===== src/logic/mem_pkg.sv =====
package mem_pkg;

    localparam int ADDR_W = 15; // 32 KB byte address.

    // Write size encoding.
    typedef enum logic [1:0] {
        SIZE_WORD = 2'd0,
        SIZE_BYTE = 2'd1,
        SIZE_HALF = 2'd2
    } mem_size_e;

    typedef struct packed {
        logic [ADDR_W-1:0] addr;
        logic              rd_wr;   // High for read.
        mem_size_e         size;
        logic [31:0]       wr_data;
    } mem_req_t;

    // SRAM strobes, active high.
    typedef struct packed {
        logic ce;
        logic oe;
        logic we;
    } sram_ctrl_t;

    typedef enum logic [2:0] {
        ST_IDLE,
        ST_READ,
        ST_RMW_READ,
        ST_RMW_WRITE,
        ST_WRITE,
        ST_DONE
    } mem_state_e;

    typedef enum logic {
        SR_IDLE,
        SR_ACCESS
    } sram_state_e;

endpackage


===== src/logic/mem_align.sv =====
`timescale 1ns/1ps

module mem_align (
    input  logic               [31:0] staged,
    input  mem_pkg::mem_size_e        size,
    input  logic               [1:0]  offset,
    input  logic               [31:0] wr_data,
    output logic               [31:0] merged_word
);

    always_comb begin
        merged_word = staged; // Untouched lanes keep their old value.
        case (size)
            mem_pkg::SIZE_WORD: begin
                merged_word = wr_data;
            end
            mem_pkg::SIZE_BYTE: begin
                merged_word[offset*8 +: 8] = wr_data[7:0];
            end
            mem_pkg::SIZE_HALF: begin
                // Bit 0 of the offset is ignored.
                if (offset[1]) begin
                    merged_word[31:16] = wr_data[15:0];
                end else begin
                    merged_word[15:0] = wr_data[15:0];
                end
            end
            default: begin
                merged_word = staged;
            end
        endcase
    end

endmodule


===== config.mk =====
export PLATFORM = sky130hd
export DESIGN_NAME = mem_align
export DESIGN_NICKNAME = d
export VERILOG_FILES = /design/src/logic/mem_pkg.sv /design/src/logic/mem_align.sv
export SDC_FILE = /design/constraint.sdc
export NUM_CORES = 1
export LEC_CHECK = 0
export BUFFER_PORTS_ARGS = -buffer_cell sky130_fd_sc_hd__buf_2
export CELL_PAD_IN_SITES_DETAIL_PLACEMENT = 2
export CELL_PAD_IN_SITES_GLOBAL_PLACEMENT = 2
export CORE_MARGIN = 4
export CORE_UTILIZATION = 18
export DETAILED_ROUTE_END_ITERATION = 7
export PLACE_DENSITY = 0.9
export SLEW_MARGIN = 10
export SYNTH_ARGS = -nofsm -noshare
export SYNTH_HDL_FRONTEND = slang
export SYNTH_SLANG_ARGS = --single-unit

===== constraint.sdc =====
create_clock -name vclk -period 3
set_input_delay 0.15 -clock vclk [all_inputs]
set_output_delay 0.15 -clock vclk [all_outputs]
set_load 0.01 [all_outputs]

**Word-level counts from Yosys, hierarchy flattened**

Index checks and enable logic that the tools add are counted.

- Word-level logic and storage cells: 10
- Output and inout port bits: 32
- Input port bits: 68
- Bits in registers: 0

- Add/subtract/negate cells: 1
- Eq/ne operators: 2
- Muxes and demuxes: 4
- Reduce and logical (&&, ||, !) cells: 1
- Shift-type cells: 2

Operator list:

| kind | number |
|---|---|
| case mux 32 bit (3 select lines) | 1 |
| negation 5 -> 34 bit | 1 |
| variable shift 8 x 34 -> 32 bit (first input constant) | 1 |
| variable part select 8 x 34 -> 32 bit | 1 |
| bitwise mux 32 bit | 1 |
| two-way mux 16 bit | 2 |
| == test 2 x 1 -> 1 bit (second input constant) | 1 |
| == test 2 bit (second input constant) | 1 |
| logical NOT 2 bit | 1 |

**Logic depth before layout (Yosys ltp)**

Gate-level depths: netlist (run 1).

- Depth in word-level cells: 4
- Gate-level depth with buffers: 7
- Mapped depth without buffers: 5

**Worst setup path after synthesis (run 1)**

No wires, ideal clock.

- Path kind: input to output
- Start point: in offset[1]
- End point: out merged_word[24]
- Slack: 1193 ps
- Buffers on the path: 1
- Stages: 6
- Arrival time: 1657 ps
- Data required time: 2850 ps
- Cells stage by stage: clkbuf_1 > inv_1 > ha_1 > and4bb_1 > nor3b_2 > a221o_1

- Cells in the longest elaborated chain, start to end: 4
- Elaborated cells between the ends (all ways): 6
- Those cells by class: 1 x add/sub; 2 x shift; 3 x mux

RTL lines:

| element | line | text |
|---|---|---|
| start: declaration | mem_align.sv:6 | `input logic [1:0] offset,` |
| negation 5 -> 34 bit | mem_align.sv:18 | `merged_word[offset*8 +: 8] = wr_data[7:0];` |
| variable part select 8 x 34 -> 32 bit / variable shift 8 x 34 -> 32 bit (equally long branches) | mem_align.sv:18 |  |
| bitwise mux 32 bit | mem_align.sv:18 |  |
| case mux 32 bit (3 select lines) * | mem_align.sv:13 | `case (size)` |
| end: declaration | mem_align.sv:8 | `output logic [31:0] merged_word` |

Every way passes the cells marked *; elsewhere a longest branch is shown, timed or not.

**Worst setup path after layout (run 1)**

- Start point: in offset[1]
- End point: out merged_word[25]

Same word-level chain as after synthesis.

==> flow_summary.json, run 1 <==
{
  "postCtsResizedCells": 0,
  "setup.worst_path.class": "primary input to output port",
  "grt-ovfl-total": 0,
  "antenna_found_initial": 0,
  "die_h_um": 82.57,
  "post_synth.cell_area_avg_um2": 7.150,
  "detailedRoute.firstIterationViolations": 66,
  "initial_utilization_pct": 19.11,
  "ir_worst_vdd_mv": 0.04487,
  "worst_pin_slew_ns": 0.6665,
  "vias_per_cell": 5.481,
  "max_cap_violations": 0,
  "timing.final.hold_violations": 0,
  "rows": 26,
  "maxSlewViolCount": 0,
  "yosys_warnings": 0,
  "max_clock_freq_ghz": 0.4286,
  "drt_drc_violations_left": 0,
  "mappedNetlistArea_um2": 1001,
  "hold_depth": 3,
  "worst_ep_arrival_time_ns": 2.18,
  "worst-path-max-fanout": 17,
  "critical_path_required_ns": 2.85,
  "min-delay-start": "staged[1]",
  "final_period_minus_worst_setup_slack_ns": 2.333,
  "wirelength_um": 6048,
  "max-slew-margin-rel_pct": 55.37,
  "cts_hold_buffers": 0,
  "finalWeightedCongestion": 0.7539,
  "grt_pass1_wl_um": 9066,
  "grt_setup_unrepaired": "false",
  "detailed_place_hpwl_um": 4963,
  "yosysSeqAreaShare_pct": 0,
  "drive_gt1_share_pct": 46.26,
  "min_period_over_period_pct": 77.78,
  "ant_nets": 0,
  "layout_common_cells": "100 x sky130_fd_sc_hd__buf_2, 20 x sky130_fd_sc_hd__a21oi_1, 16 x sky130_fd_sc_hd__a221o_1",
  "via_count": 1628,
  "ff_latch_area_um2": 0,
  "n_sequential_cell": 0,
  "horizontal_extent_of_the_die_um": 82.57,
  "worst_setup_path_start_kind": "primary input",
  "end_point_of_the_most_critical_hold_path": "merged_word[1]",
  "power_density_nw_per_um2": 172.8,
  "mostFrequentLayoutCell": "sky130_fd_sc_hd__buf_2",
  "synthesis_to_finish_area_growth_pct": 53.00,
  "synth_fp_nets": 213,
  "route.detailed.wl_per_inst_um": 20.36,
  "run_status": "completed",
  "grt_max_degree": 38,
  "setup.worst_path.end_class": "output port",
  "cellLeakagePower_nw": 0.7149,
  "final-setup-viol-count": 0,
  "finalSetupTns_ns": 0,
  "worst_slack_ns": 0.6666,
  "n_clock_buffer": 0,
  "grt_pass1_vias": 1717,
  "post_cts.repair.setup_buffers": 0,
  "finalNetCount": 302,
  "port-buffer-count": 100,
  "diodes": 0,
  "placeableCoreArea_um2": 5238,
  "yosys.cell_types.count": 32,
  "design.die.area_um2": 6818,
  "io_pins": 100,
  "post-place-ws_ns": 0.6564,
  "holdCritPathClass": "primary input to output port",
  "synthesis.instances": 140,
  "global_route.usage.total_pct": 16.97,
  "drt_first_pass_iters": 4
}
-- worst max-delay path, cell delays in order --
cell	delay [ns]
sky130_fd_sc_hd__buf_2	0.26
sky130_fd_sc_hd__inv_1	0.14
sky130_fd_sc_hd__ha_1	0.27
sky130_fd_sc_hd__and4bb_1	0.32
sky130_fd_sc_hd__nor3b_2	0.58
sky130_fd_sc_hd__a221o_1	0.30
sky130_fd_sc_hd__buf_2	0.15
-- Yosys cell counts, types with 2 or more instances --
| cell type | instances | area [µm²] |
|---|---|---|
| sky130_fd_sc_hd__nand2b_1 | 13 | 81.33 |
| sky130_fd_sc_hd__clkbuf_1 | 9 | 33.78 |
| sky130_fd_sc_hd__nand2_1 | 5 | 18.77 |
| sky130_fd_sc_hd__o2bb2ai_1 | 6 | 52.55 |
| sky130_fd_sc_hd__mux2_1 | 6 | 67.56 |
| sky130_fd_sc_hd__a22o_1 | 6 | 52.55 |
| sky130_fd_sc_hd__o22ai_1 | 14 | 87.58 |
| sky130_fd_sc_hd__nor2b_1 | 2 | 12.51 |
| sky130_fd_sc_hd__a221o_1 | 16 | 160.2 |
| sky130_fd_sc_hd__nand3_1 | 11 | 55.05 |
| sky130_fd_sc_hd__a21oi_1 | 20 | 100.1 |
| sky130_fd_sc_hd__a32o_1 | 6 | 60.06 |
| sky130_fd_sc_hd__inv_1 | 2 | 7.510 |
| sky130_fd_sc_hd__buf_1 | 2 | 7.510 |
| sky130_fd_sc_hd__ha_1 | 5 | 62.56 |
-- area by class of cell --
class	count	area (µm²)
inverters	4	15.01
well taps	70	87.58
repair buffers	100	500.5
fillers	656	3706
multi-input cells	123	928.4
-- worst max path at each step --
stage / startpoint / to / slack, ns / cells past startpoint
floorplan: offset[1] / merged_word[24] / 1.19 / 6
global placement: offset[1] / merged_word[24] / 0.82 / 7
detailed placement: offset[1] / merged_word[25] / 0.66 / 7
CTS: offset[1] / merged_word[25] / 0.65 / 7
global route: offset[1] / merged_word[25] / 0.51 / 7
finish: offset[1] / merged_word[25] / 0.67 / 7
-- cells by family (layout without fill, tap and decap cells) --
kind of cell / Yosys count / in the layout / synth area share [%]
AOI/OAI and AO/OA: 72 / 72 / 54.25
and+or+nand+nor: 40 / 40 / 25.50
buffers and inverters: 17 / 104 / 7.249
muxes: 6 / 6 / 6.750
adders and majority gates: 5 / 5 / 6.250
-- power by group --
group | leakage [nW] | switching [mW] | internal, mW
clock | 0 | 0 | 0
sequential | 0 | 0 | 0
combinational | 0.715 | 0.145 | 0.119
-- routing by layer --
metal	wire (µm)	global-route usage [%]	part of all wire, %	up-vias
met1	2522	21.47	42	792
met2	2984	30.69	49	72
met5	0	0	0	-
met3	467	3.037	7.7	10
li1	-	-	-	754
met4	74	1.797	1.2	0
-- stage by stage --
stage	hold slack, ns	utilization [%]	power [mW]	area [µm²]	instances
3_3_place_gp	0.6066	29.24	0.2562	1531	297
6_report	0.6155	29.24	0.2646	1531	297
3_5_place_dp	0.6135	29.24	0.2665	1531	297
4_1_cts	0.6159	29.24	0.2673	1531	297
5_1_grt	0.6332	29.24	0.2906	1531	297
2_1_floorplan	0.4416	-	0.1395	1001	140
Note: power is estimated with default switching activity, not from simulation.
==> run 2, diff against run 1 <==
--- a/config.mk
+++ b/config.mk
@@ -9,9 +9,9 @@
 export CELL_PAD_IN_SITES_DETAIL_PLACEMENT = 2
 export CELL_PAD_IN_SITES_GLOBAL_PLACEMENT = 2
 export CORE_MARGIN = 4
-export CORE_UTILIZATION = 18
+export CORE_UTILIZATION = 15
 export DETAILED_ROUTE_END_ITERATION = 7
-export PLACE_DENSITY = 0.9
+export PLACE_DENSITY = 0.8
 export SLEW_MARGIN = 10
 export SYNTH_ARGS = -nofsm -noshare
 export SYNTH_HDL_FRONTEND = slang
==> constraint.sdc (replaced) <==
create_clock -name vclk -period 2
set_input_delay 0.1 -clock vclk [all_inputs]
set_output_delay 0.1 -clock vclk [all_outputs]
set_load 0.01 [all_outputs]
==> flow_summary.json, run 2 (synthesis results as in run 1) <==
{
  "port-buffer-count": 100,
  "placeableCoreArea_um2": 6422,
  "power_density_nw_per_um2": 256.3,
  "die_h_um": 89.69,
  "mostFrequentLayoutCell": "sky130_fd_sc_hd__buf_2",
  "grt-ovfl-total": 0,
  "wirelength_um": 6129,
  "finalNetCount": 310,
  "layout_common_cells": "100 x sky130_fd_sc_hd__buf_2, 20 x sky130_fd_sc_hd__a21oi_1, 16 x sky130_fd_sc_hd__a221o_1",
  "cts_hold_buffers": 0,
  "worst_setup_path_start_kind": "primary input",
  "detailedRoute.firstIterationViolations": 60,
  "ir_worst_vdd_mv": 0.07921,
  "drt_first_pass_iters": 4,
  "min_period_over_period_pct": 92.57,
  "run_status": "completed",
  "netSwitchingPower_mw": 0.2228,
  "setup.worst_path.class": "primary input to output port",
  "layout.filler_cells": 782,
  "final-setup-viol-count": 0,
  "grt_max_degree": 21,
  "critical_path_source": "offset[0]",
  "combPwrFrac_pct": 100.0,
  "rows": 29,
  "p_seq_share_pct": 0,
  "route.detailed.wl_per_inst_um": 19.58,
  "critical_path_required_ns": 1.90,
  "holdCritPathClass": "primary input to output port",
  "clkPwrFrac_pct": 0,
  "drt_drc_violations_left": 0,
  "final_core_util_pct": 25.05,
  "via_count": 1590,
  "dpl.cell_count": 312,
  "design.die.area_um2": 8044,
  "detailed_place_hpwl_um": 5241,
  "maxSlewViolCount": 0,
  "ant_nets": 0,
  "final_cell_count_no_fill": 313,
  "global_route.usage.total_pct": 14.59,
  "worst-path-max-fanout": 8,
  "initial_utilization_pct": 15.59,
  "synthesis_to_finish_area_growth_pct": 60.75,
  "grt_pass1_wl_um": 9273,
  "n_sequential_cell": 0,
  "cellLeakagePower_nw": 0.7603,
  "timing.final.hold_violations": 0,
  "post_dp_cell_area_um2": 1600,
  "multi_input_area_um2": 934.6,
  "worst_pin_slew_ns": 0.6557,
  "antenna_found_initial": 0,
  "horizontal_extent_of_the_die_um": 89.69,
  "finalWeightedCongestion": 0.8290,
  "final_design_area_no_fill_um2": 1609,
  "worstSetupEndpoint": "merged_word[17]",
  "vias_per_cell": 5.080,
  "drive_gt1_share_pct": 48.09,
  "switching_share_of_power_pct": 54.03,
  "worst_ep_arrival_time_ns": 1.75,
  "finalSetupTns_ns": 0,
  "max_clock_freq_ghz": 0.5401,
  "grt_pass1_vias": 1738,
  "max_cap_violations": 0,
  "max-slew-margin-rel_pct": 55.99,
  "setup.worst_path.end_class": "output port",
  "n_clock_buffer": 0,
  "final_period_minus_worst_setup_slack_ns": 1.851,
  "internal_power_mw": 0.1896,
  "grt_setup_unrepaired": "false",
  "io_pins": 100,
  "ff_latch_area_um2": 0
}
==> run 2: cell types whose count changed in the layout (fill, tap and decap cells not counted) <==
cell,change
sky130_fd_sc_hd__diode_2,+1
sky130_fd_sc_hd__buf_4,+8
sky130_fd_sc_hd__nor3b_4,+1
sky130_fd_sc_hd__nor3b_2,-1
==> run 2: timing repair <==
item	in CTS	in global routing
gates resized for setup	0	1
endpoints found under the hold margin	0	0
buffers inserted	0	0
endpoints found under the setup margin	0	7
==> run 2: through the flow <==
stage,total power [mW],hold slack (ns),setup WS (ns)
2_1_floorplan,0.2092,0.3416,0.2931
4_1_cts,0.4153,0.5139,0.07783
3_3_place_gp,0.4048,0.5052,0.1642
5_1_grt,0.4539,0.5242,0.02483
3_5_place_dp,0.4139,0.5104,0.07770
6_report,0.4124,0.5097,0.1486
==> run 2: how the worst min path moves through the flow <==
stage	start	to	slack [ns]	cells past startpoint
6_report	staged[3]	merged_word[3]	0.51	3
5_1_grt	staged[31]	merged_word[31]	0.52	3
4_1_cts	staged[3]	merged_word[3]	0.51	3
3_5_place_dp	staged[3]	merged_word[3]	0.51	3
3_3_place_gp	staged[2]	merged_word[2]	0.51	3
2_1_floorplan	wr_data[2]	merged_word[10]	0.34	1
==> run 2: cell type report <==
type / instances / area share (%)
multi-input combinational: 123 / 58.09
timing repair buffer: 108 / 34.84
tap: 77 / 5.988
inverter: 4 / 0.9331
antenna: 1 / 0.1555
==> run 2: worst max-delay path: stages <==
cell                      delay, ns
sky130_fd_sc_hd__buf_2         0.13
sky130_fd_sc_hd__inv_1         0.08
sky130_fd_sc_hd__ha_1          0.40
sky130_fd_sc_hd__nand2_1       0.13
sky130_fd_sc_hd__nor4_4        0.47
sky130_fd_sc_hd__a221o_1       0.28
sky130_fd_sc_hd__buf_2         0.15
==> run 2: power groups by stage <==
stage	Clock [mW]	Sequential, mW	Combinational [mW]
after CTS	0	0	0.415
after detailed placement	0	0	0.414
after global routing	0	0	0.454
final	0.0000000668	0	0.412
after floorplan	0	0	0.209
after global placement	0	0	0.405
==> run 2: per-layer routing <==
layer  vias to the layer above  GRT usage [%]  wire length, µm
met5                         -              0                0
met4                         0          1.083               45
met3                         2          3.558              511
met2                        69          26.00             3052
met1                       753          18.45             2520
li1                        766              -                -
