===== src/logic/mem_pkg.sv =====
package mem_pkg;

    localparam int ADDR_W = 15; // 32 KB byte address.

    // Write size encoding.
    typedef enum logic [1:0] {
        SIZE_WORD = 2'd0,
        SIZE_BYTE = 2'd1,
        SIZE_HALF = 2'd2
    } mem_size_e;

    typedef struct packed {
        logic [ADDR_W-1:0] addr;
        logic              rd_wr;   // High for read.
        mem_size_e         size;
        logic [31:0]       wr_data;
    } mem_req_t;

    // SRAM strobes, active high.
    typedef struct packed {
        logic ce;
        logic oe;
        logic we;
    } sram_ctrl_t;

    typedef enum logic [2:0] {
        ST_IDLE,
        ST_READ,
        ST_RMW_READ,
        ST_RMW_WRITE,
        ST_WRITE,
        ST_DONE
    } mem_state_e;

    typedef enum logic {
        SR_IDLE,
        SR_ACCESS
    } sram_state_e;

endpackage


===== src/logic/main_mem_controller.sv =====
`timescale 1ns/1ps

module main_mem_controller (
    input  logic              clk,
    input  logic              rst_n,
    input  logic              en,
    input  mem_pkg::mem_req_t req,
    input  logic              done,
    output mem_pkg::mem_req_t cmd,
    output logic              rd_start,
    output logic              wr_start,
    output logic              stage_load,
    output logic              ready
);

    mem_pkg::mem_state_e state;
    logic                accept;
    logic                direct;

    assign accept = (state == mem_pkg::ST_IDLE) && en;

    // Word writes skip the read phase.
    assign direct = !req.rd_wr && (req.size == mem_pkg::SIZE_WORD);

    // Request is held for the whole access.
    always_ff @(posedge clk) begin
        if (accept) begin
            cmd <= req;
        end
    end

    always_ff @(posedge clk or negedge rst_n) begin
        if (!rst_n) begin
            state    <= mem_pkg::ST_IDLE;
            rd_start <= 1'b0;
            wr_start <= 1'b0;
            ready    <= 1'b0;
        end else begin
            rd_start <= 1'b0;
            wr_start <= 1'b0;
            ready    <= 1'b0;
            case (state)
                mem_pkg::ST_IDLE: begin
                    if (en) begin
                        if (req.rd_wr) begin
                            state    <= mem_pkg::ST_READ;
                            rd_start <= 1'b1;
                        end else if (direct) begin
                            state    <= mem_pkg::ST_WRITE;
                            wr_start <= 1'b1;
                        end else begin
                            state    <= mem_pkg::ST_RMW_READ;
                            rd_start <= 1'b1;
                        end
                    end
                end
                mem_pkg::ST_READ: begin
                    if (done) state <= mem_pkg::ST_DONE;
                end
                mem_pkg::ST_RMW_READ: begin
                    if (done) begin
                        state    <= mem_pkg::ST_RMW_WRITE;
                        wr_start <= 1'b1; // Staged word is valid next cycle.
                    end
                end
                mem_pkg::ST_RMW_WRITE,
                mem_pkg::ST_WRITE: begin
                    if (done) state <= mem_pkg::ST_DONE;
                end
                mem_pkg::ST_DONE: begin
                    ready <= 1'b1;
                    state <= mem_pkg::ST_IDLE;
                end
                default: state <= mem_pkg::ST_IDLE;
            endcase
        end
    end

    // Capture the read word on the last cycle of every read phase.
    assign stage_load = done &&
        ((state == mem_pkg::ST_READ) || (state == mem_pkg::ST_RMW_READ));

    a_ready_pulse: assert property (@(posedge clk) disable iff (!rst_n)
        ready |=> !ready)
        else $error("main_mem_controller: ready held for two cycles");

endmodule


===== config.mk =====
export PLATFORM = sky130hd
export DESIGN_NAME = main_mem_controller
export DESIGN_NICKNAME = d
export VERILOG_FILES = /design/src/logic/mem_pkg.sv /design/src/logic/main_mem_controller.sv
export SDC_FILE = /design/constraint.sdc
export NUM_CORES = 1
export LEC_CHECK = 0
export BUFFER_PORTS_ARGS = -buffer_cell sky130_fd_sc_hd__buf_2
export CAP_MARGIN = 10
export CORE_MARGIN = 2
export CORE_UTILIZATION = 36
export CTS_BUF_LIST = sky130_fd_sc_hd__clkbuf_8
export CTS_CLUSTER_SIZE = 40
export DETAILED_ROUTE_END_ITERATION = 16
export HOLD_SLACK_MARGIN = 0.06
export PLACE_DENSITY = 0.71
export SYNTH_ARGS = -nofsm -noshare
export SYNTH_HDL_FRONTEND = slang
export SYNTH_SLANG_ARGS = --single-unit

===== constraint.sdc =====
create_clock -name clk -period 6.75 [get_ports clk]
set_clock_uncertainty 0.1 [all_clocks]
set_input_delay 1.35 -clock clk [delete_from_list [all_inputs] [get_ports clk]]
set_output_delay 1.35 -clock clk [all_outputs]
set_load 0.005 [all_outputs]

=== Yosys cells after proc, flatten, opt, wreduce, memory -nomap -nowiden ===
Cells that the tools add are included.
Widths: inputs -> output; s select.

* Eq/ne operators: 8
* Mux-type cells: 16
* Reduce and logical (&&, ||, !) cells: 9

{| class="wikitable"
|+ Operators with widths
! cell !! count
|-
| $mux 3 || 5
|-
| $mux 1 || 9
|-
| $pmux 3 s3 || 1
|-
| $eq 3x2->1 const B || 2
|-
| $eq 3x3->1 const B || 2
|-
| $ne 2x2->1 const B || 2
|-
| $eq 3x1->1 const B || 1
|-
| $logic_and 1x1->1 || 3
|-
| $logic_not 3->1 || 1
|-
| $reduce_and 3->1 || 1
|-
| $reduce_or 3->1 || 1
|-
| $logic_not 2->1 || 1
|-
| $ne 2x1->1 const B || 1
|-
| $pmux 1 s2 || 1
|-
| $logic_not 1->1 || 1
|-
| $logic_or 1x1->1 || 1
|}

* Bits in registers: 56
* Output and inout port bits: 54
* Word-level logic and storage cells: 41
* Input bits: 54

=== Logic depth before layout (Yosys ltp) ===
Gate-level depths: netlist of run 1.

* Depth in word-level cells: 6
* Mapped depth: 3

=== Worst setup path before layout of run 1 ===
Ideal clock, no wire load.

* Path type: in2reg
* Start point: in en
* End point: reg cmd[0] in the netlist's numbering, enable pin
* Library setup time: 0.605 ns
* Slack: -0.518 ns
* Cell stages on the path: 1
* Data arrival time: 6.564 ns
* Required time: 6.045 ns
* Cell sequence: nor4b_1

* Longest elaborated chain between the ends: 1

{| class="wikitable"
|+ RTL lines
! what !! line !! text
|-
| start: declaration || main_mem_controller.sv:6 || <nowiki>input logic en,</nowiki>
|-
| $logic_and 1x1->1 || main_mem_controller.sv:20 || <nowiki>assign accept = (state == mem_pkg::ST_IDLE) && en;</nowiki>
|-
| end signal: assignment || main_mem_controller.sv:28 || <nowiki>cmd <= req;</nowiki>
|-
| end: declaration || main_mem_controller.sv:9 || <nowiki>output mem_pkg::mem_req_t cmd,</nowiki>
|}

Every way passes these cells.
A chain may end at the register's enable or synchronous reset.

=== Worst setup path after layout of run 1 ===
* Start point: in done
* End point: out stage_load

* Longest elaborated chain between the ends: 1

{| class="wikitable"
|+ RTL lines
! what !! line !! text
|-
| start: declaration || main_mem_controller.sv:8 || <nowiki>input logic done,</nowiki>
|-
| $logic_and 1x1->1 || main_mem_controller.sv:80 || <nowiki>assign stage_load = done &&</nowiki>
|-
| end: declaration || main_mem_controller.sv:12 || <nowiki>output logic stage_load,</nowiki>
|}

Every way passes these cells.

==> results list, run 1 <==
* CP startpoint: done
- Area growth from synthesis to layout: 42.33%
- Clock buffer count from CTS: 5
- Post-synthesis instance total: 79
* Share of total power in the clock network: 0.239
* Max Clk Rate: 311.1 MHz
- Clock tree synthesis selected as its root buffer the cell sky130_fd_sc_hd__clkbuf_8.
- Dividing the final minimum period by the clock period gives 0.4762.
* Cell area after technology mapping: 1785 um2
* Area of combinational cells with multiple inputs: 145.1 um2
- The share of total power dissipated in combinational logic is 0.181.
- The share of the Yosys chip area taken by registers is 0.9250.
- Boundary pin count: 108
- Total chip power: 859.8 uW
- In this run, synthesis produced a sequential element count of 56.
- The first detailed-routing pass took 4 iterations.
- Leakage component of the power: 0.001078 uW
* Path type of the worst min-delay path: reg2reg
- Number of antenna violations at the first check in global routing: 0
* Via count: 1,125
* Die width: 74.43 um
- Endpoint arrival time on the critical path: 1760 ps
- At the end of routability-driven placement, the weighted congestion stood at 0.6393.
- Number of max-capacitance violations reported: 0
- The initial utilization of the core area, before any placement, comes to 0.3755.
- Die height: 74.43 um
- The worst setup path is launched from an input pin.
- Dividing the detail-routed via count by the number of cells gives 4.278.
- The first global-routing pass estimated 4871 um of wire.
* PwrDens: 338.3 nW/um2
- Worst slew margin: 0.7793
- Setup repair after global routing missed its margin: false
- Via count of the first global-routing pass: 990
- In this run the mean area of a mapped cell was 22.60 um2.
- Of the cells placed in the final design, the portion with a size suffix greater than 1 is 0.5918.
- The die covers 5539 um2.
- Sequential cell fraction of total power: 0.580
- Time the worst path needs with I/O delays and setup: 3214 ps
- Summed over all failing endpoints, the final setup total negative slack is 0 ps.
- Global routing finished with a remaining overflow of 0.
- The number of gates resized after CTS was 0.
- CTS Hold Bufs: 0
- The region available for standard cell placement spans 4755 um2.
- Data on the critical path is required at its endpoint by 5300 ps.
- Of all nets on the critical path, the largest fanout is 5.
* Capturing element of the worst setup path: stage_load
* Sequential cell area: 1652 um2
- Final setup violating endpoints: 0
- The longest clock path from root to sink contains 2 buffers.
- H-tree Lvls: 2
- VDD sags by at most 0.1465 mV.
- Post-route ant nets: 0
- When the netlist entered floorplanning its net count stood at 133.
- Clock latency on the worst-skew pair, taken at its later pin, is 300 ps.
* CP endpoint kind: output pin
- Measured in cells, the most critical reg-to-reg path has a length of 2.
- Number of standard-cell rows in the floorplan: 25
* Worst Setup Path Type: in2out
- At the end of the flow the core is filled with cells to 0.5345.
- After synthesis, the netlist uses 16 different library cells.
* Cell-internal power: 645.8 uW
- Number of nets in the layout: 249
- Outcome: completed
- Summed over all nets, the switching power comes to 214.0 uW.
- Detailed Route WL: 3485 um
- Minimum setup slack among reg-to-reg paths: 5160 ps
* TritonCTS Sinks: 56
* Initial DRC count: 34
* Routed wire length per instance: 13.25 um
- 0 antenna diodes ended up in the layout.
- The worst register-to-register path begins at state[2].
- After clock tree synthesis, the clock-pin slew on the worst setup and hold paths is 90 ps.
- The final max-slew violation count came to 0.
- During placement, the flow inserted port buffers numbering 107.
- TritonCTS built the clock tree.
- For this run, design rule violations remaining after detail routing come to 0.
- The worst register-to-register path ends at cmd[13].
- Entering global routing, the biggest net connects 28 pins.
- Fill cell total of the finished layout: 410
- The HPWL after detailed placement is 2656 um.
- Of the total power, the share spent switching nets is 0.2489.
- The Yosys step of the flow raised 0 warnings.
- For this run, the total global-route usage over all layers was measured as 0.1244.
* Actual transition at the worst max-transition pin: 328.5 ps
- Post-CTS setup buffer count: 0
* Total count of hold-check failures in the final report: 0
-- registers in the layout (all words and copies together) (netlist names) --
register	flops
cmd	50
ready	1
rd_start	1
wr_start	1
state	3
-- critical path, stage by stage --
cell                      delay [ps]
sky130_fd_sc_hd__buf_2           120
sky130_fd_sc_hd__nand2_1          70
sky130_fd_sc_hd__a21oi_1         110
sky130_fd_sc_hd__buf_2           120
-- final cells by class --
cell class                 instances  area share
clock inverter                     3     0.01477
sequential                        56      0.6499
inverter                           1    0.001477
multi-input combinational         22     0.05711
clock buffer                       5     0.02708
timing repair buffer             109      0.2166
tap                               67     0.03299
-- synth_stat cells (all sizes together) --
| cell | number | share of area |
|---|---|---|
| o21ai | 2 | 0.0056 |
| nor4b | 1 | 0.0049 |
| nor3 | 1 | 0.0028 |
| o31ai | 1 | 0.0042 |
| dfrtp | 6 | 0.084 |
| inv | 1 | 0.0021 |
| nand3b | 1 | 0.0042 |
| a21oi | 3 | 0.0084 |
| nor2b | 1 | 0.0035 |
| nand2b | 3 | 0.011 |
| edfxtp | 50 | 0.84 |
| nor2 | 3 | 0.0063 |
| a31oi | 2 | 0.0070 |
| or4b | 1 | 0.0056 |
| nor4bb | 1 | 0.0056 |
| nand2 | 2 | 0.0042 |
-- placed cells by master, fill, tap and decap left out, drive strengths merged --
master	Yosys	layout
nor2b	1	1
clkbuf	0	5
edfxtp	50	50
nand2b	3	3
nand2	2	2
nor2	3	3
bufinv	0	1
o21ai	2	2
or4b	1	1
a31oi	2	2
o31ai	1	1
dfrtp	6	6
inv	1	1
buf	0	109
nand3b	1	1
clkinv	0	2
nor4b	1	1
nor3	1	1
a21oi	3	3
nor4bb	1	1
-- metrics by stage --
stage / std cells / setup WS [ps] / area (um2) / hold slack, ps
after global routing: 263 / 3464 / 2541 / 540.2
after floorplan: 79 / 1963 / 1792 / 413.3
after CTS: 263 / 3532 / 2541 / 506.4
after detailed placement: 255 / 3537 / 2435 / 493.3
after global placement: 255 / 3546 / 2435 / 492.6
final: 263 / 3536 / 2541 / 507.0
-- worst min-delay path by stage --
stage,cells after the start,to,from
CTS,1,state[1],state[2]
global placement,1,state[1],state[2]
detailed placement,1,state[1],state[2]
global route,1,state[1],state[2]
finish,1,state[1],state[2]
floorplan,1,state[1],state[2]
-- metal layers --
layer,up-vias,track usage,share of wire
li1,538,-,-
met1,512,0.1544,0.40
met2,67,0.1849,0.46
met3,8,0.04201,0.12
met4,0,0.08333,0.022
met5,-,0,0
-- logic make-up after synthesis --
kind of cell	synth area share
DFF	0.9250
and+or+nand+nor	0.04766
AOI/OAI and AO/OA	0.02523
buffers and inverters	0.002100
-- power groups by stage --
stage	Combinational [uW]	Sequential [uW]	Clock, uW
2_1_floorplan	55.1	518	0
3_3_place_gp	156	505	0
3_5_place_dp	160	507	0
4_1_cts	160	500	211
5_1_grt	178	507	224
6_report	155	499	205
(Power assumes the default switching activity.)
==> inputs of run 2 (changes only) <==
--- a/config.mk
+++ b/config.mk
@@ -13,7 +13,7 @@
 export CTS_CLUSTER_SIZE = 40
 export DETAILED_ROUTE_END_ITERATION = 16
 export HOLD_SLACK_MARGIN = 0.06
-export PLACE_DENSITY = 0.71
+export PLACE_DENSITY = 0.69
 export SYNTH_ARGS = -nofsm -noshare
 export SYNTH_HDL_FRONTEND = slang
 export SYNTH_SLANG_ARGS = --single-unit
==> constraint.sdc (replaced) <==
create_clock -name clk -period 3.3 [get_ports clk]
set_clock_uncertainty 0.1 [all_clocks]
set_input_delay 0.66 -clock clk [delete_from_list [all_inputs] [get_ports clk]]
set_output_delay 0.66 -clock clk [all_outputs]
set_load 0.005 [all_outputs]
==> results list, run 2 (synthesis results as in run 1) <==
- TritonCTS built the clock tree.
- Setup repair after global routing left no endpoint under its margin.
- The reg2reg setup slack is 1480 ps (-3680 ps).
- In this run the worst hold path is classified as in2async.
- Most congested layer reported by global routing: met2
- 1st-pass router iterations: 4 (unchanged)
- The total power per unit cell area was 717.6 nW/um2 (+110%).
* TritonCTS Sinks: 56 (unchanged)
- Total GRT Usage: 0.1262 (+0.001832)
- Met3 capacity usage during global routing: 0.05556 (+0.01355)
- Met1 Usage GRT: 0.1485 (-0.005884)
- Post-route ant nets: 0 (unchanged)
* DP Wirelength: 2689 um (+1.3%)
- The worst slack on hold paths came to 68.08 ps (-438.9 ps).
* Insertion delay of the later-clocked pin in the worst-skew pair: 300 ps (about the same)
* Register bank with the most flops: cmd
* Pin count of the biggest net entering global routing: 53 (+89%)
* Reg2reg start: state[2]
- The count of nets after finishing is 248 (-0.40%).
- The final sum of negative setup slack came to 0 ps (unchanged).
- Leaving out fill and tap cells, the most frequent cell in the layout is sky130_fd_sc_hd__buf_2.
* Layout cells sized above 1: 0.5979 (+0.006101)
- The number of flip-flops under the largest register name was 50 (unchanged).
- H-tree Lvls: 2 (unchanged)
- Post-CTS setup buffer count: 0 (unchanged)
- Peak per-stage delay on the critical path: 480 ps (+360 ps)
- Clock-pin slew on the worst setup and hold paths: 90 ps (about the same)
- # port buffers: 107 (unchanged)
* Slowest cell on the critical path: sky130_fd_sc_hd__dfrtp_1
- The number of buffers inserted for hold repair after clock tree synthesis was 0 (unchanged).
- The worst-case headroom to the max-slew limit is 0.5802 (-0.1991).
- Final setup violating endpoints: 0 (unchanged)
- Cell depth of the worst flop-to-flop path: 2 (unchanged)
- Via count of the first global-routing pass: 1,019 (+2.9%)
* Detailed Route WL: 3586 um (+2.9%)
- The floorplan die area came to 5539 um2 (unchanged).
- The transition at the pin with the smallest max-transition slack is 629.7 ps (+301.2 ps).
* Family with the most delay on the worst path: flip-flops
* Leakage component of the power: 0.001083 uW (+0.53%)
- The count of instances resized after the clock tree is built is 0 (unchanged).
* Max Clk Rate: 487.4 MHz
- The die width was 74.43 um (unchanged).
- The depth of the critical timing path with buffers and inverters included came to 3 (-1).
- Worst Setup Path Type: reg2out
- Capturing element of the worst setup path: stage_load
* Endpoint arrival time on the critical path: 1290 ps (-470 ps)
- In the layout the commonest cells are sky130_fd_sc_hd__buf_2 (107), sky130_fd_sc_hd__edfxtp_1 (50), sky130_fd_sc_hd__dfrtp_1 (6), sky130_fd_sc_hd__clkbuf_8 (5).
- The data required time at the worst endpoint came to 2540 ps (-2760 ps).
* Largest regs: cmd x50, state x3
* Count of pins over their slew limit: 0 (unchanged)
- CTS placed an instance of sky130_fd_sc_hd__clkbuf_8 at the clock tree root.
- The number of antenna cells inserted came to 0 (unchanged).
- The first-pass GRT wire length was 4974 um (+2.1%).
* Highest fanout seen on the critical path: 8 (+3)
* Initial DRC count: 63 (+85%)
- The worst setup path is captured at an output pin.
- Number of antenna violations at the first check in global routing: 0 (unchanged)
- Outcome: completed
- The overflow left after global routing was 0 (unchanged).
- CP Launch Type: register
* Number of standard-cell rows in the floorplan: 25 (unchanged)
* Number of remaining DRC errors: 0 (unchanged)
- Worst VDD drop: 0.3464 mV (+140%)
* Global placement routability congestion: 0.7385 (+16%)
- The maximum root-to-sink buffer count came to 2 (unchanged).
- The worst path in the final design needs a cycle of 2052 ps, including I/O delays and setup.
- Total count of hold-check failures in the final report: 0 (unchanged)
* Number of max-capacitance violations reported: 0 (unchanged)
* Boundary pin count: 108 (unchanged)
- The die span in y was 74.43 um (unchanged).
* Clock buffer count from CTS: 5 (unchanged)
- CP startpoint: state[0]
* Via count: 1,128 (+0.27%)
- The placeable core region is 4755 um2 (unchanged).
* Crit path buffers/inverters: 1 (-1)
* Met2 Resource Use GR: 0.2026 (+0.01770)
- The initial cell density of the core was 0.3755 (unchanged).
- In this run the critical register-to-register path is captured at cmd[0].
- Via/cell ratio: 4.322 (+1.0%)
- The critical path goes through nand2b_1, a21oi_1, buf_2.
- Routed wire length per instance: 13.74 um (+3.7%)
* Portion of the clock cycle consumed by the worst path in the final layout: 0.6217
- The area growth from synthesis to layout is 43.17%.
-- run 2: cell types whose count changed in the layout (fill, tap and decap cells not counted) --
| cell | change |
|---|---|
| sky130_fd_sc_hd__buf_4 | -1 |
| sky130_fd_sc_hd__bufinv_16 | +1 |
| sky130_fd_sc_hd__clkinv_1 | -2 |
-- run 2: worst min-delay path by stage --
stage,to,slack [ps],cells past startpoint
4_1_cts,ready,60,1
2_1_floorplan,rd_start,260,0
3_3_place_gp,ready,390,1
6_report,rd_start,70,1
5_1_grt,rd_start,60,1
3_5_place_dp,state[1],390,1
-- run 2: final cells by class --
type                       instances  area (um2)
tap                               67       83.83
multi-input combinational         22       145.1
inverter                           1       3.754
clock inverter                     2       60.06
clock buffer                       5       68.82
fill                             408        2198
sequential                        56        1652
timing repair buffer             108       543.0
-- run 2: per-layer routing --
layer,wire (um),up-vias
met5,0,-
met4,49,0
met3,425,5
met2,1742,69
met1,1368,519
li1,-,535
-- run 2: where the power goes --
group	switching, uW	leakage [uW]	internal, uW	total [uW]
registers	67.6	0.000539	956	1020
logic	176	0.000480	141	318
clock network	195	0.0000642	298	493
-- run 2: per-stage QoR --
stage | worst slack (ps) | cells | instance area [um2] | total power, uW | util
2_1_floorplan | 428.2 | 79 | 1800 | 1174 | -
3_3_place_gp | 1313 | 254 | 2427 | 1352 | 0.5105
3_5_place_dp | 1262 | 254 | 2427 | 1365 | 0.5105
4_1_cts | 1236 | 261 | 2556 | 1859 | 0.5376
5_1_grt | 1128 | 261 | 2556 | 1934 | 0.5376
6_report | 1248 | 261 | 2556 | 1834 | 0.5376
