$ cat config.mk
export PLATFORM = sky130hd
export DESIGN_NAME = sram_controller
export DESIGN_NICKNAME = d
export VERILOG_FILES = /design/src/logic/mem_pkg.sv /design/src/logic/sram_controller.sv
export SDC_FILE = /design/constraint.sdc
export NUM_CORES = 1
export LEC_CHECK = 0
export BUFFER_PORTS_ARGS = -buffer_cell sky130_fd_sc_hd__buf_2
export CORE_AREA = 2 2 39 41
export CTS_CLUSTER_DIAMETER = 100
export DETAILED_ROUTE_END_ITERATION = 10
export DIE_AREA = 0 0 41 43
export PLACE_DENSITY_LB_ADDON = 0.25
export RECOVER_POWER = 100
export SYNTH_ARGS = -nofsm -noshare
export SYNTH_HDL_FRONTEND = slang
export SYNTH_SLANG_ARGS = --single-unit
$ cat constraint.sdc
create_clock -name clk -period 2.6 [get_ports clk]
set_input_delay 0.26 -clock clk [delete_from_list [all_inputs] [get_ports clk]]
set_output_delay 0.26 -clock clk [all_outputs]
set_load 0.02 [all_outputs]
$ cat src/logic/mem_pkg.sv
package mem_pkg;

    localparam int ADDR_W = 15; // 32 KB byte address.

    // Write size encoding.
    typedef enum logic [1:0] {
        SIZE_WORD = 2'd0,
        SIZE_BYTE = 2'd1,
        SIZE_HALF = 2'd2
    } mem_size_e;

    typedef struct packed {
        logic [ADDR_W-1:0] addr;
        logic              rd_wr;   // High for read.
        mem_size_e         size;
        logic [31:0]       wr_data;
    } mem_req_t;

    // SRAM strobes, active high.
    typedef struct packed {
        logic ce;
        logic oe;
        logic we;
    } sram_ctrl_t;

    typedef enum logic [2:0] {
        ST_IDLE,
        ST_READ,
        ST_RMW_READ,
        ST_RMW_WRITE,
        ST_WRITE,
        ST_DONE
    } mem_state_e;

    typedef enum logic {
        SR_IDLE,
        SR_ACCESS
    } sram_state_e;

endpackage

$ cat src/logic/sram_controller.sv
`timescale 1ns/1ps

module sram_controller #(
    parameter int SRAM_CYCLES = 3
) (
    input  logic                clk,
    input  logic                rst_n,
    input  logic                rd_start,
    input  logic                wr_start,
    output mem_pkg::sram_ctrl_t sram_ctrl,
    output logic                done
);

    localparam int CNT_W = (SRAM_CYCLES > 1) ? $clog2(SRAM_CYCLES) : 1;
    localparam logic [CNT_W-1:0] LAST_CNT = CNT_W'(SRAM_CYCLES - 1);

    mem_pkg::sram_state_e state;
    logic [CNT_W-1:0]     cnt;
    logic                 is_wr; // Current access is a write.
    logic                 active;
    logic                 last;

    assign active = (state == mem_pkg::SR_ACCESS);
    assign last   = active && (cnt == LAST_CNT);

    always_ff @(posedge clk or negedge rst_n) begin
        if (!rst_n) begin
            state <= mem_pkg::SR_IDLE;
            cnt   <= '0;
            is_wr <= 1'b0;
        end else begin
            case (state)
                mem_pkg::SR_IDLE: begin
                    if (rd_start || wr_start) begin
                        state <= mem_pkg::SR_ACCESS;
                        cnt   <= '0;
                        is_wr <= wr_start;
                    end
                end
                mem_pkg::SR_ACCESS: begin
                    if (last) begin
                        state <= mem_pkg::SR_IDLE;
                    end else begin
                        cnt <= cnt + 1'b1;
                    end
                end
                default: state <= mem_pkg::SR_IDLE;
            endcase
        end
    end

    // Write strobe only in the final cycle so the array commits once.
    assign sram_ctrl.ce = active;
    assign sram_ctrl.oe = active && !is_wr;
    assign sram_ctrl.we = last && is_wr;
    assign done         = last;

    a_start_exclusive: assert property (@(posedge clk) disable iff (!rst_n)
        !(rd_start && wr_start))
        else $error("sram_controller: read and write start together");

    a_oe_we_exclusive: assert property (@(posedge clk) disable iff (!rst_n)
        !(sram_ctrl.oe && sram_ctrl.we))
        else $error("sram_controller: oe and we both high");

    a_start_when_idle: assert property (@(posedge clk) disable iff (!rst_n)
        (rd_start || wr_start) |-> (state == mem_pkg::SR_IDLE))
        else $error("sram_controller: start pulse during an access");

endmodule

### Word level (Yosys, flattened, before mapping)

Cells that the tools add are included.

| word-level totals | value |
|---|---|
| bits in writable memories | 0 |
| output and inout port bits | 4 |
| bits in latches | 0 |
| memories | 0 |
| register bits after elaboration | 4 |
| memory bits (read-only) | 0 |

| cells by class | value |
|---|---|
| muxes and demuxes | 6 |
| multiply operators | 0 |
| reductions and logical operators | 7 |
| add/sub/neg operators | 1 |
| shifts and indexed selects | 0 |
| order comparisons | 0 |
| div/mod/pow operators | 0 |
| equal/unequal tests | 3 |
| bitwise operators | 1 |

Operators by type and width:

| cell | count |
|---|---|
| 2-to-1 mux 2 bit | 2 |
| inequality test 2 bit, second input constant | 2 |
| one-hot mux 2 bit (2 select lines) | 1 |
| AND reduction 2 bit | 2 |
| logical AND 1 bit | 3 |
| adder 2 x 1 -> 2 bit, second input constant | 1 |
| == test 2 bit, second input constant | 1 |
| 2-to-1 mux 1 bit | 2 |
| one-hot mux 1 bit (2 select lines) | 1 |
| zero test 1 bit | 1 |
| logical OR 1 bit | 1 |
| inverter 1 bit | 1 |

### Depth between registers and ports, before layout

Gate-level depths: netlist of run 1.

| logic depth | value |
|---|---|
| depth after elaboration | 4 |
| gate-level depth with buffers | 4 |
| gate-level depth less buffers | 4 |

### Worst setup path after synthesis of run 1

Ideal clock, no wire load.

| timing path | value |
|---|---|
| path kind | register -> output |
| start point | reg cnt[0] |
| end point | out sram_ctrl[0] in the netlist's numbering |
| slack | 1.463 ns |
| arrival time | 0.877 ns |
| stages on the path, launching flop included | 4 |
| cell sequence | dfrtp_1 inv_1 ha_1 and3_2 |

RTL lines:

| item | line | RTL |
|---|---|---|
| from (decl) | sram_controller.sv:18 | `logic [CNT_W-1:0] cnt;` |
| from (signal assigned) | sram_controller.sv:44 | `cnt <= cnt + 1'b1;` |
| to (decl) | sram_controller.sv:10 | `output mem_pkg::sram_ctrl_t sram_ctrl,` |

==> flow_metrics.py, run 1 <==
metrics = {
    "hold_path": {
        "whs_endpoint": "active",
        "hp-start": "rd_start",
        "hold_depth": 3,
        "hold_path_class": "input port to flip-flop",
    },
    "drt": {
        "drt_iter0_markers": 6,
        "drc": 0,
        "ant_nets": 0,
        "firstDrtPassIters": 2,
        "wl_um": 446,
        "avgRoutedWirePerCell_um": 9.29,
        "vias_per_cell": 3.92,
        "num_vias": 188,
    },
    "cts": {
        "clk_pin_slew_ps": 40,
        "cts_tree": "done",
        "htree_levels": 1,
        "ctsResizeCount": 0,
        "ctsLongestPathBuffers": 2,
        "insertion_delay_ps": 230,
        "numClockSinks": 4,
        "numCtsBuffers": 3,
        "cts_root_buf": "clkbuf_4",
    },
    "sta": {
        "rsz0062_at_grt": "no",
        "setup_viol": 0,
        "fmax_mhz": 637,
        "worst_slew_pin_slew_ps": 258,
        "fin_ws_ps": 1030,
        "setup_tns_ps": 0,
        "slew_headroom_pct": 82.6,
        "period_minus_slack_ps": 1570,
        "hold_viol_final": 0,
        "min_period_over_period_pct": 60.4,
        "drv_slew": 0,
        "clock_skew_ps": 1.96,
    },
    "critical_path": {
        "r2r_slack_ps": 1420,
        "crit_required_ps": 2340,
        "start_kind": "flip-flop",
        "reg2reg_to": "cnt[1]",
        "r2r-start": "cnt[0]",
        "path_max_fanout": 5,
        "ff2ff_path_depth": 4,
        "end_kind": "output pin",
        "critPathKind": "flip-flop to output pin",
        "worstPathArrival_ps": 1310,
    },
    "synthesis": {
        "ys_warn_count": 0,
        "synth.distinct_cells": 15,
        "ys_ff_latch": 4,
        "yosysSeqAreaShare_pct": 44.7,
        "avgSynthCellArea_um2": 10.2,
        "syn-num-nets": 27,
        "synth_cells": 22,
        "synthesis.area_um2": 224,
    },
    "pwr": {
        "p_leak_nw": 0.135,
        "vdd_drop_max_mv": 0.263,
        "swShare_pct": 40.8,
        "p_per_area_mw_per_mm2": 1250,
        "pwr-share-seq_pct": 32.8,
        "p_clk_share_pct": 19.8,
        "p_comb_share_pct": 47.4,
        "p_sw_mw": 0.152,
        "finalPower_mw": 0.372,
        "p_int_mw": 0.220,
    },
    "floorplanning": {
        "pin_count": 8,
        "die_w_um": 41,
        "fp.coreArea_mm2": 0.00138,
        "row_count": 14,
        "initial_core_util_pct": 16.2,
        "die_h_um": 43,
        "die_area_mm2": 0.00176,
    },
    "final_layout": {
        "layout.nets": 39,
        "nFillCells": 154,
        "layout-drive-gt1-share_pct": 21.9,
        "fin_cells": 48,
        "syn2layout_area_growth_pct": 33.0,
        "n_antenna_cell": 0,
        "stdcell_area_um2": 298,
    },
    "run": {
        "drv_cap": 0,
    },
    "global_route": {
        "gr-total-overflow": 0,
        "grt_pass1_vias": 175,
        "met3_usage_pct": 1.57,
        "top_usage_layer": "met2",
        "grt_max_degree": 9,
        "use_met1_pct": 7.17,
        "antenna_found_initial": 0,
        "grt_pass1_wl_um": 634,
        "grtUsageTotal_pct": 5.75,
        "grt_util_met2_pct": 7.19,
    },
    "outcome": {
        "status": "finished clean",
    },
    "place": {
        "io_buffers": 7,
        "dp_slack_ps": 1320,
        "dpl.hpwl_um": 363,
        "finalWeightedCongestion": 0.670,
        "place_inst": 44,
        "place_area_um2": 272,
    },
}
==> worst max-delay path by stage <==
stage | depth (start not counted) | startpoint | to
detailed placement | 4 | cnt[0] | sram_ctrl[0]
floorplan | 3 | cnt[0] | sram_ctrl[0]
global route | 4 | cnt[0] | sram_ctrl[0]
CTS | 4 | cnt[0] | sram_ctrl[0]
global placement | 4 | cnt[0] | sram_ctrl[0]
finish | 4 | cnt[0] | sram_ctrl[0]
==> repair_timing <==
item | 4_1_cts | 5_1_grt
buffers inserted | 0 | 0
hold endpoints to repair | 4 | 0
hold buffers | 1 | 0
==> metal layers <==
metal  vias to the layer above  share of wire, %  routed length [um]
li1                         97                 -                   -
met3                         0               9.9                  44
met2                         5                46                 207
met4                         0                 0                   0
met1                        86                43                 194
met5                         -                 0                   0
==> cell usage after synthesis <==
cell	number	area (um^2)
dfrtp_1	4	100
inv_1	2	7.51
nor2_1	2	7.51
nor2b_1	2	12.5
or4b_1	2	20.0
a22o_1	1	8.76
and2_2	1	7.51
and3_2	1	7.51
buf_4	1	7.51
ha_1	1	12.5
nand2b_1	1	6.26
nor3_1	1	5.00
o21ai_0	1	5.00
o31ai_1	1	7.51
xor2_1	1	8.76
==> state kept, by name (all words and copies together) (netlist names) <==
name    count
active      1
cnt         2
is_wr       1
==> kinds of logic (layout without fill, tap and decap cells) <==
kind of cell / Yosys count / after routing / share of synthesized area [%]
and+or+nand+nor: 10 / 10 / 29.6
adders and majority gates: 1 / 1 / 5.59
buffers and inverters: 3 / 13 / 6.71
DFF: 4 / 4 / 44.7
xor gates and xnor gates: 1 / 1 / 3.91
AOI/OAI and AO/OA: 3 / 3 / 9.50
==> area by class of cell <==
class / instances / area, um^2 / area share (%)
clock buffers: 3 / 22.5 / 7.56
well taps: 16 / 20.0 / 6.72
repair buffers: 8 / 38.8 / 13.0
flip-flops and latches: 4 / 100 / 33.6
multi-input cells: 15 / 109 / 36.6
inverters: 2 / 7.51 / 2.52
==> power by group through the flow <==
| stage | Sequential, mW | Clock [mW] | Combinational [mW] |
|---|---|---|---|
| 2_1_floorplan | 0.115 | 0 | 0.142 |
| 6_report | 0.122 | 0.0738 | 0.176 |
| 5_1_grt | 0.128 | 0.0801 | 0.191 |
| 3_5_place_dp | 0.123 | 0 | 0.182 |
| 3_3_place_gp | 0.121 | 0 | 0.182 |
| 4_1_cts | 0.122 | 0.0791 | 0.185 |
==> worst max-delay path, cell delays in order, from the launching register on <==
cell	delay (ps)
dfrtp_1	390
inv_1	60
ha_1	210
and3_2	190
clkbuf_1	230
==> cell usage in the layout (no fill, tap or decap), drive strengths merged <==
cell type	Yosys	final
dlygate4sd3	0	1
dfrtp	4	4
a22o	1	1
or4b	2	2
nor3	1	1
ha	1	1
and3	1	1
and2	1	1
nor2b	2	2
nand2b	1	1
buf	1	2
o31ai	1	1
inv	2	2
clkbuf	0	8
nor2	2	2
xor2	1	1
o21ai	1	1
==> through the flow <==
| stage | hold WS, ps | util, % |
|---|---|---|
| global route | 327 | 21.5 |
| global placement | 66.4 | 19.6 |
| finish | 323 | 21.5 |
| floorplan | -35.6 | - |
| detailed placement | 67.1 | 19.6 |
| CTS | 317 | 22.0 |
(Power assumes the default switching activity.)
==> run 2, diff against run 1 <==
==> constraint.sdc (replaced) <==
create_clock -name clk -period 1.4 [get_ports clk]
set_input_delay 0.14 -clock clk [delete_from_list [all_inputs] [get_ports clk]]
set_output_delay 0.14 -clock clk [all_outputs]
set_load 0.02 [all_outputs]
==> flow_metrics.py, run 2 (same netlist as run 1, synthesis figures left out) <==
metrics = {
    "outcome": {
        "status": "finished clean",
    },
    "final_layout": {
        "regMostFlops": "cnt",
        "multiInputGateArea_um2": 121,
        "final-seq-area_um2": 100,
        "layout.nets": 39,
        "post-route-util_pct": 22.6,
        "n_antenna_cell": 0,
        "layout-drive-gt1-share_pct": 34.4,
        "largest_register_ffs": 2,
        "layout_commonest_cell": "dfrtp_1",
        "nFillCells": 147,
        "final_cell_mix": "dfrtp_1, clkbuf_4, buf_2, clkbuf_1",
        "syn2layout_area_growth_pct": 39.7,
    },
    "sta": {
        "slew_headroom_pct": 83.1,
        "fmax_mhz": 749,
        "period_minus_slack_ps": 1340,
        "min_period_over_period_pct": 95.4,
        "clock_skew_ps": 1.30,
        "setup_viol": 0,
        "worst_slew_pin_slew_ps": 254,
        "rsz0062_at_grt": "no",
        "hold_viol_final": 0,
        "drv_slew": 0,
        "setup_tns_ps": 0,
    },
    "critical_path": {
        "crit_path_end": "sram_ctrl[0]",
        "startpoint": "cnt[0]",
        "critPathKind": "flip-flop to output pin",
        "cp_slowest_cell": "dfrtp_1",
        "path_buf_inv": 2,
        "reg2reg_to": "cnt[1]",
        "path_delay_family": "flip-flops",
        "worstPathArrival_ps": 1200,
        "r2r_slack_ps": 250,
        "crit_chain": "inv_2 > ha_4 > and3_2 > buf_2",
        "end_kind": "output pin",
        "path_max_fanout": 5,
        "r2r-start": "active",
        "cp.depth": 4,
        "start_kind": "flip-flop",
        "crit_required_ps": 1260,
        "slowest_delay_ps": 380,
        "ff2ff_path_depth": 2,
    },
    "pwr": {
        "swShare_pct": 40.3,
        "p_int_mw": 0.439,
        "vdd_drop_max_mv": 0.688,
        "p_comb_share_pct": 49.3,
        "p_per_area_mw_per_mm2": 2350,
        "p_sw_mw": 0.296,
        "p_clk_share_pct": 19.0,
        "pwr-share-seq_pct": 31.7,
        "p_leak_nw": 0.142,
    },
    "cts": {
        "insertion_delay_ps": 230,
        "clk_pin_slew_ps": 40,
        "ctsLongestPathBuffers": 2,
        "cts_tree": "done",
        "numClockSinks": 4,
        "cts_root_buf": "clkbuf_4",
        "htree_levels": 1,
        "numCtsBuffers": 3,
    },
    "floorplanning": {
        "die_area_mm2": 0.00176,
        "die_w_um": 41,
        "fp.coreArea_mm2": 0.00138,
        "initial_core_util_pct": 16.2,
        "pin_count": 8,
        "row_count": 14,
        "die_h_um": 43,
    },
    "place": {
        "io_buffers": 7,
        "dpl.hpwl_um": 360,
        "finalWeightedCongestion": 0.650,
    },
    "global_route": {
        "grt_pass1_vias": 203,
        "grt_max_degree": 9,
        "grtUsageTotal_pct": 6.57,
        "antenna_found_initial": 0,
        "grt_pass1_wl_um": 710,
        "gr-total-overflow": 0,
    },
    "drt": {
        "avgRoutedWirePerCell_um": 9.65,
        "num_vias": 190,
        "vias_per_cell": 3.96,
        "ant_nets": 0,
        "drc": 0,
        "wl_um": 463,
        "firstDrtPassIters": 1,
        "drt_iter0_markers": 0,
    },
    "hold_path": {
        "hold_path_class": "input port to flip-flop",
        "hold_depth": 2,
    },
    "run": {
        "drv_cap": 0,
    },
}
[run 2: power groups by stage]
stage	registers, mW	clock network [mW]	logic [mW]
after floorplan	0.214	0	0.263
after global placement	0.224	0	0.338
after detailed placement	0.225	0	0.336
after CTS	0.224	0.152	0.347
after global routing	0.240	0.152	0.397
final	0.233	0.140	0.362
[run 2: timing repair]
action                     CTS  global route
buffers inserted             0             0
hold buffers                 1             0
hold endpoints to repair     4             0
setup endpoints to repair    2             2
gates resized for setup      1             2
[run 2: stage by stage]
step                      hold slack, ps  area (um^2)  power [mW]  setup slack, ps  std cells
final                                202          313       0.735             64.1         48
after global routing                 214          313       0.790             7.80         48
after CTS                            190          307       0.723             4.09         48
after detailed placement           -52.0          272       0.561              219         44
after global placement             -54.0          272       0.562              241         44
after floorplan                     -156          224       0.477              328         22
[run 2: worst min-delay path by stage]
| stage | startpoint | endpoint | slack [ps] |
|---|---|---|---|
| floorplan | rst_n | active | -160 |
| global placement | rst_n | is_wr | -50 |
| detailed placement | rst_n | active | -50 |
| CTS | wr_start | is_wr | 190 |
| global route | wr_start | is_wr | 210 |
| finish | wr_start | is_wr | 200 |
[run 2: routing by layer]
layer	global-route usage [%]	vias to the layer above	wire length, um
met4	10.0	0	0
met3	1.57	0	30
met1	6.23	86	223
met2	8.75	5	209
met5	0	-	0
li1	-	99	-
[run 2: final cells by class]
cell class,instances,share of cell area [%]
Timing Repair Buffer,8,13.2
Inverter,2,2.40
Tap cell,16,6.40
Multi-Input combinational cell,15,38.8
Sequential cell,4,32.0
Clock buffer,3,7.20
==> run 3, diff against run 2 <==
--- a/config.mk
+++ b/config.mk
@@ -12,6 +12,7 @@
 export DIE_AREA = 0 0 41 43
 export PLACE_DENSITY_LB_ADDON = 0.25
 export RECOVER_POWER = 100
+export REMOVE_ABC_BUFFERS = 1
 export SYNTH_ARGS = -nofsm -noshare
 export SYNTH_HDL_FRONTEND = slang
 export SYNTH_SLANG_ARGS = --single-unit
==> flow_metrics.py, run 3 (same netlist as run 1, synthesis figures left out) <==
metrics = {
    "pwr": {
        "p_int_mw": 0.448,
        "p_sw_mw": 0.312,
        "vdd_drop_max_mv": 0.746,
        "swShare_pct": 41.1,
        "p_per_area_mw_per_mm2": 2400,
        "p_clk_share_pct": 18.9,
        "p_comb_share_pct": 49.9,
        "p_leak_nw": 0.145,
        "finalPower_mw": 0.760,
        "pwr-share-seq_pct": 31.2,
    },
    "drt": {
        "vias_per_cell": 4.13,
        "avgRoutedWirePerCell_um": 11.1,
        "num_vias": 198,
        "ant_nets": 0,
        "drc": 0,
        "wl_um": 534,
        "drt_iter0_markers": 3,
        "firstDrtPassIters": 2,
    },
    "critical_path": {
        "worstPathArrival_ps": 1210,
        "startpoint": "cnt[0]",
        "r2r-start": "active",
        "reg2reg_to": "cnt[1]",
        "crit_required_ps": 1260,
        "start_kind": "flip-flop",
        "end_kind": "output pin",
        "r2r_slack_ps": 240,
        "crit_path_end": "sram_ctrl[0]",
        "path_max_fanout": 5,
        "ff2ff_path_depth": 2,
        "critPathKind": "flip-flop to output pin",
    },
    "floorplanning": {
        "pin_count": 8,
        "initial_core_util_pct": 16.2,
        "die_area_mm2": 0.00176,
        "fp.coreArea_mm2": 0.00138,
        "die_w_um": 41,
        "row_count": 14,
        "die_h_um": 43,
    },
    "global_route": {
        "grt_pass1_wl_um": 890,
        "grt_pass1_vias": 205,
        "grtUsageTotal_pct": 7.66,
        "gr-total-overflow": 0,
        "antenna_found_initial": 0,
        "grt_max_degree": 9,
    },
    "outcome": {
        "status": "finished clean",
    },
    "cts": {
        "htree_levels": 1,
        "cts_tree": "done",
        "ctsLongestPathBuffers": 2,
        "clk_pin_slew_ps": 40,
        "numCtsBuffers": 3,
        "numClockSinks": 4,
        "postCtsSetupBuffers": 0,
        "insertion_delay_ps": 240,
        "cts_root_buf": "clkbuf_4",
    },
    "final_layout": {
        "final_cell_mix": "dfrtp_1, clkbuf_4",
        "layout_commonest_cell": "dfrtp_1",
        "regMostFlops": "cnt",
        "post-route-util_pct": 22.9,
        "stdcell_area_um2": 317,
        "layout-drive-gt1-share_pct": 37.5,
        "nFillCells": 157,
        "syn2layout_area_growth_pct": 41.3,
        "n_antenna_cell": 0,
        "layout.nets": 39,
        "largest_register_ffs": 2,
    },
    "hold_path": {
        "hold_path_class": "input port to flip-flop",
    },
    "sta": {
        "slew_headroom_pct": 84.5,
        "hold_viol_final": 0,
        "setup_viol": 0,
        "drv_slew": 0,
        "clock_skew_ps": 7.25,
        "min_period_over_period_pct": 96.1,
        "period_minus_slack_ps": 1350,
        "rsz0062_at_grt": "no",
        "setup_tns_ps": 0,
        "fmax_mhz": 743,
        "worst_slew_pin_slew_ps": 231,
    },
    "run": {
        "drv_cap": 0,
    },
    "place": {
        "place_area_um2": 272,
        "io_buffers": 7,
        "finalWeightedCongestion": 0.597,
    },
}
==> run 3: cell types whose count changed in the layout (fill, tap and decap cells not counted) <==
cell / delta
buf_2: -1
buf_4: +1
clkbuf_1: -1
clkbuf_2: +1
==> run 3: layout make-up <==
cell class                 count  area [um^2]  area share [%]
multi-input combinational     15          121            38.3
clock buffer                   3         22.5            7.11
inverter                       2         7.51            2.37
sequential                     4          100            31.6
tap                           16         20.0            6.32
timing repair buffer           8         45.0            14.2
==> run 3: routing by layer <==
| metal | part of all wire [%] | up-vias | GRT usage [%] |
|---|---|---|---|
| met3 | 8.1 | 0 | 6.28 |
| met2 | 42 | 6 | 9.38 |
| met5 | 0 | - | 0 |
| li1 | - | 95 | - |
| met1 | 50 | 97 | 11.1 |
| met4 | 0 | 0 | 0 |
==> run 3: power groups by stage <==
stage	clock (mW)	sequential (mW)	combinational (mW)
floorplan	0	0.228	0.234
global placement	0	0.225	0.339
detailed placement	0	0.229	0.350
CTS	0.149	0.234	0.386
global route	0.162	0.245	0.423
finish	0.144	0.237	0.379
==> run 3: stage by stage <==
stage,std cells,hold slack (ps),worst slack [ps]
2_1_floorplan,21,-156,235
3_3_place_gp,44,-56.9,232
3_5_place_dp,44,-52.0,184
4_1_cts,48,193,19.9
5_1_grt,48,218,6.24
6_report,48,200,54.2
==> run 3: how the worst min path moves through the flow <==
| stage | start | to | slack (ps) | cells past startpoint |
|---|---|---|---|---|
| after detailed placement | rst_n | is_wr | -50 | 1 |
| after global routing | wr_start | is_wr | 220 | 2 |
| after CTS | wr_start | is_wr | 190 | 2 |
| final | wr_start | is_wr | 200 | 2 |
| after global placement | rst_n | is_wr | -60 | 1 |
| after floorplan | rst_n | active | -160 | 0 |
==> run 3: what timing repair did <==
item / in CTS / in global routing
hold buffers: 1 / 0
endpoints found under the setup margin: 2 / 1
hold endpoints to repair: 4 / 0
gates resized for setup: 2 / 2
==> run 3: worst max-delay path, cell delays in order, from the launching register on <==
cell and delay (ps):
dfrtp_1 380, inv_2 60, ha_4 170, and3_2 200, buf_4 150
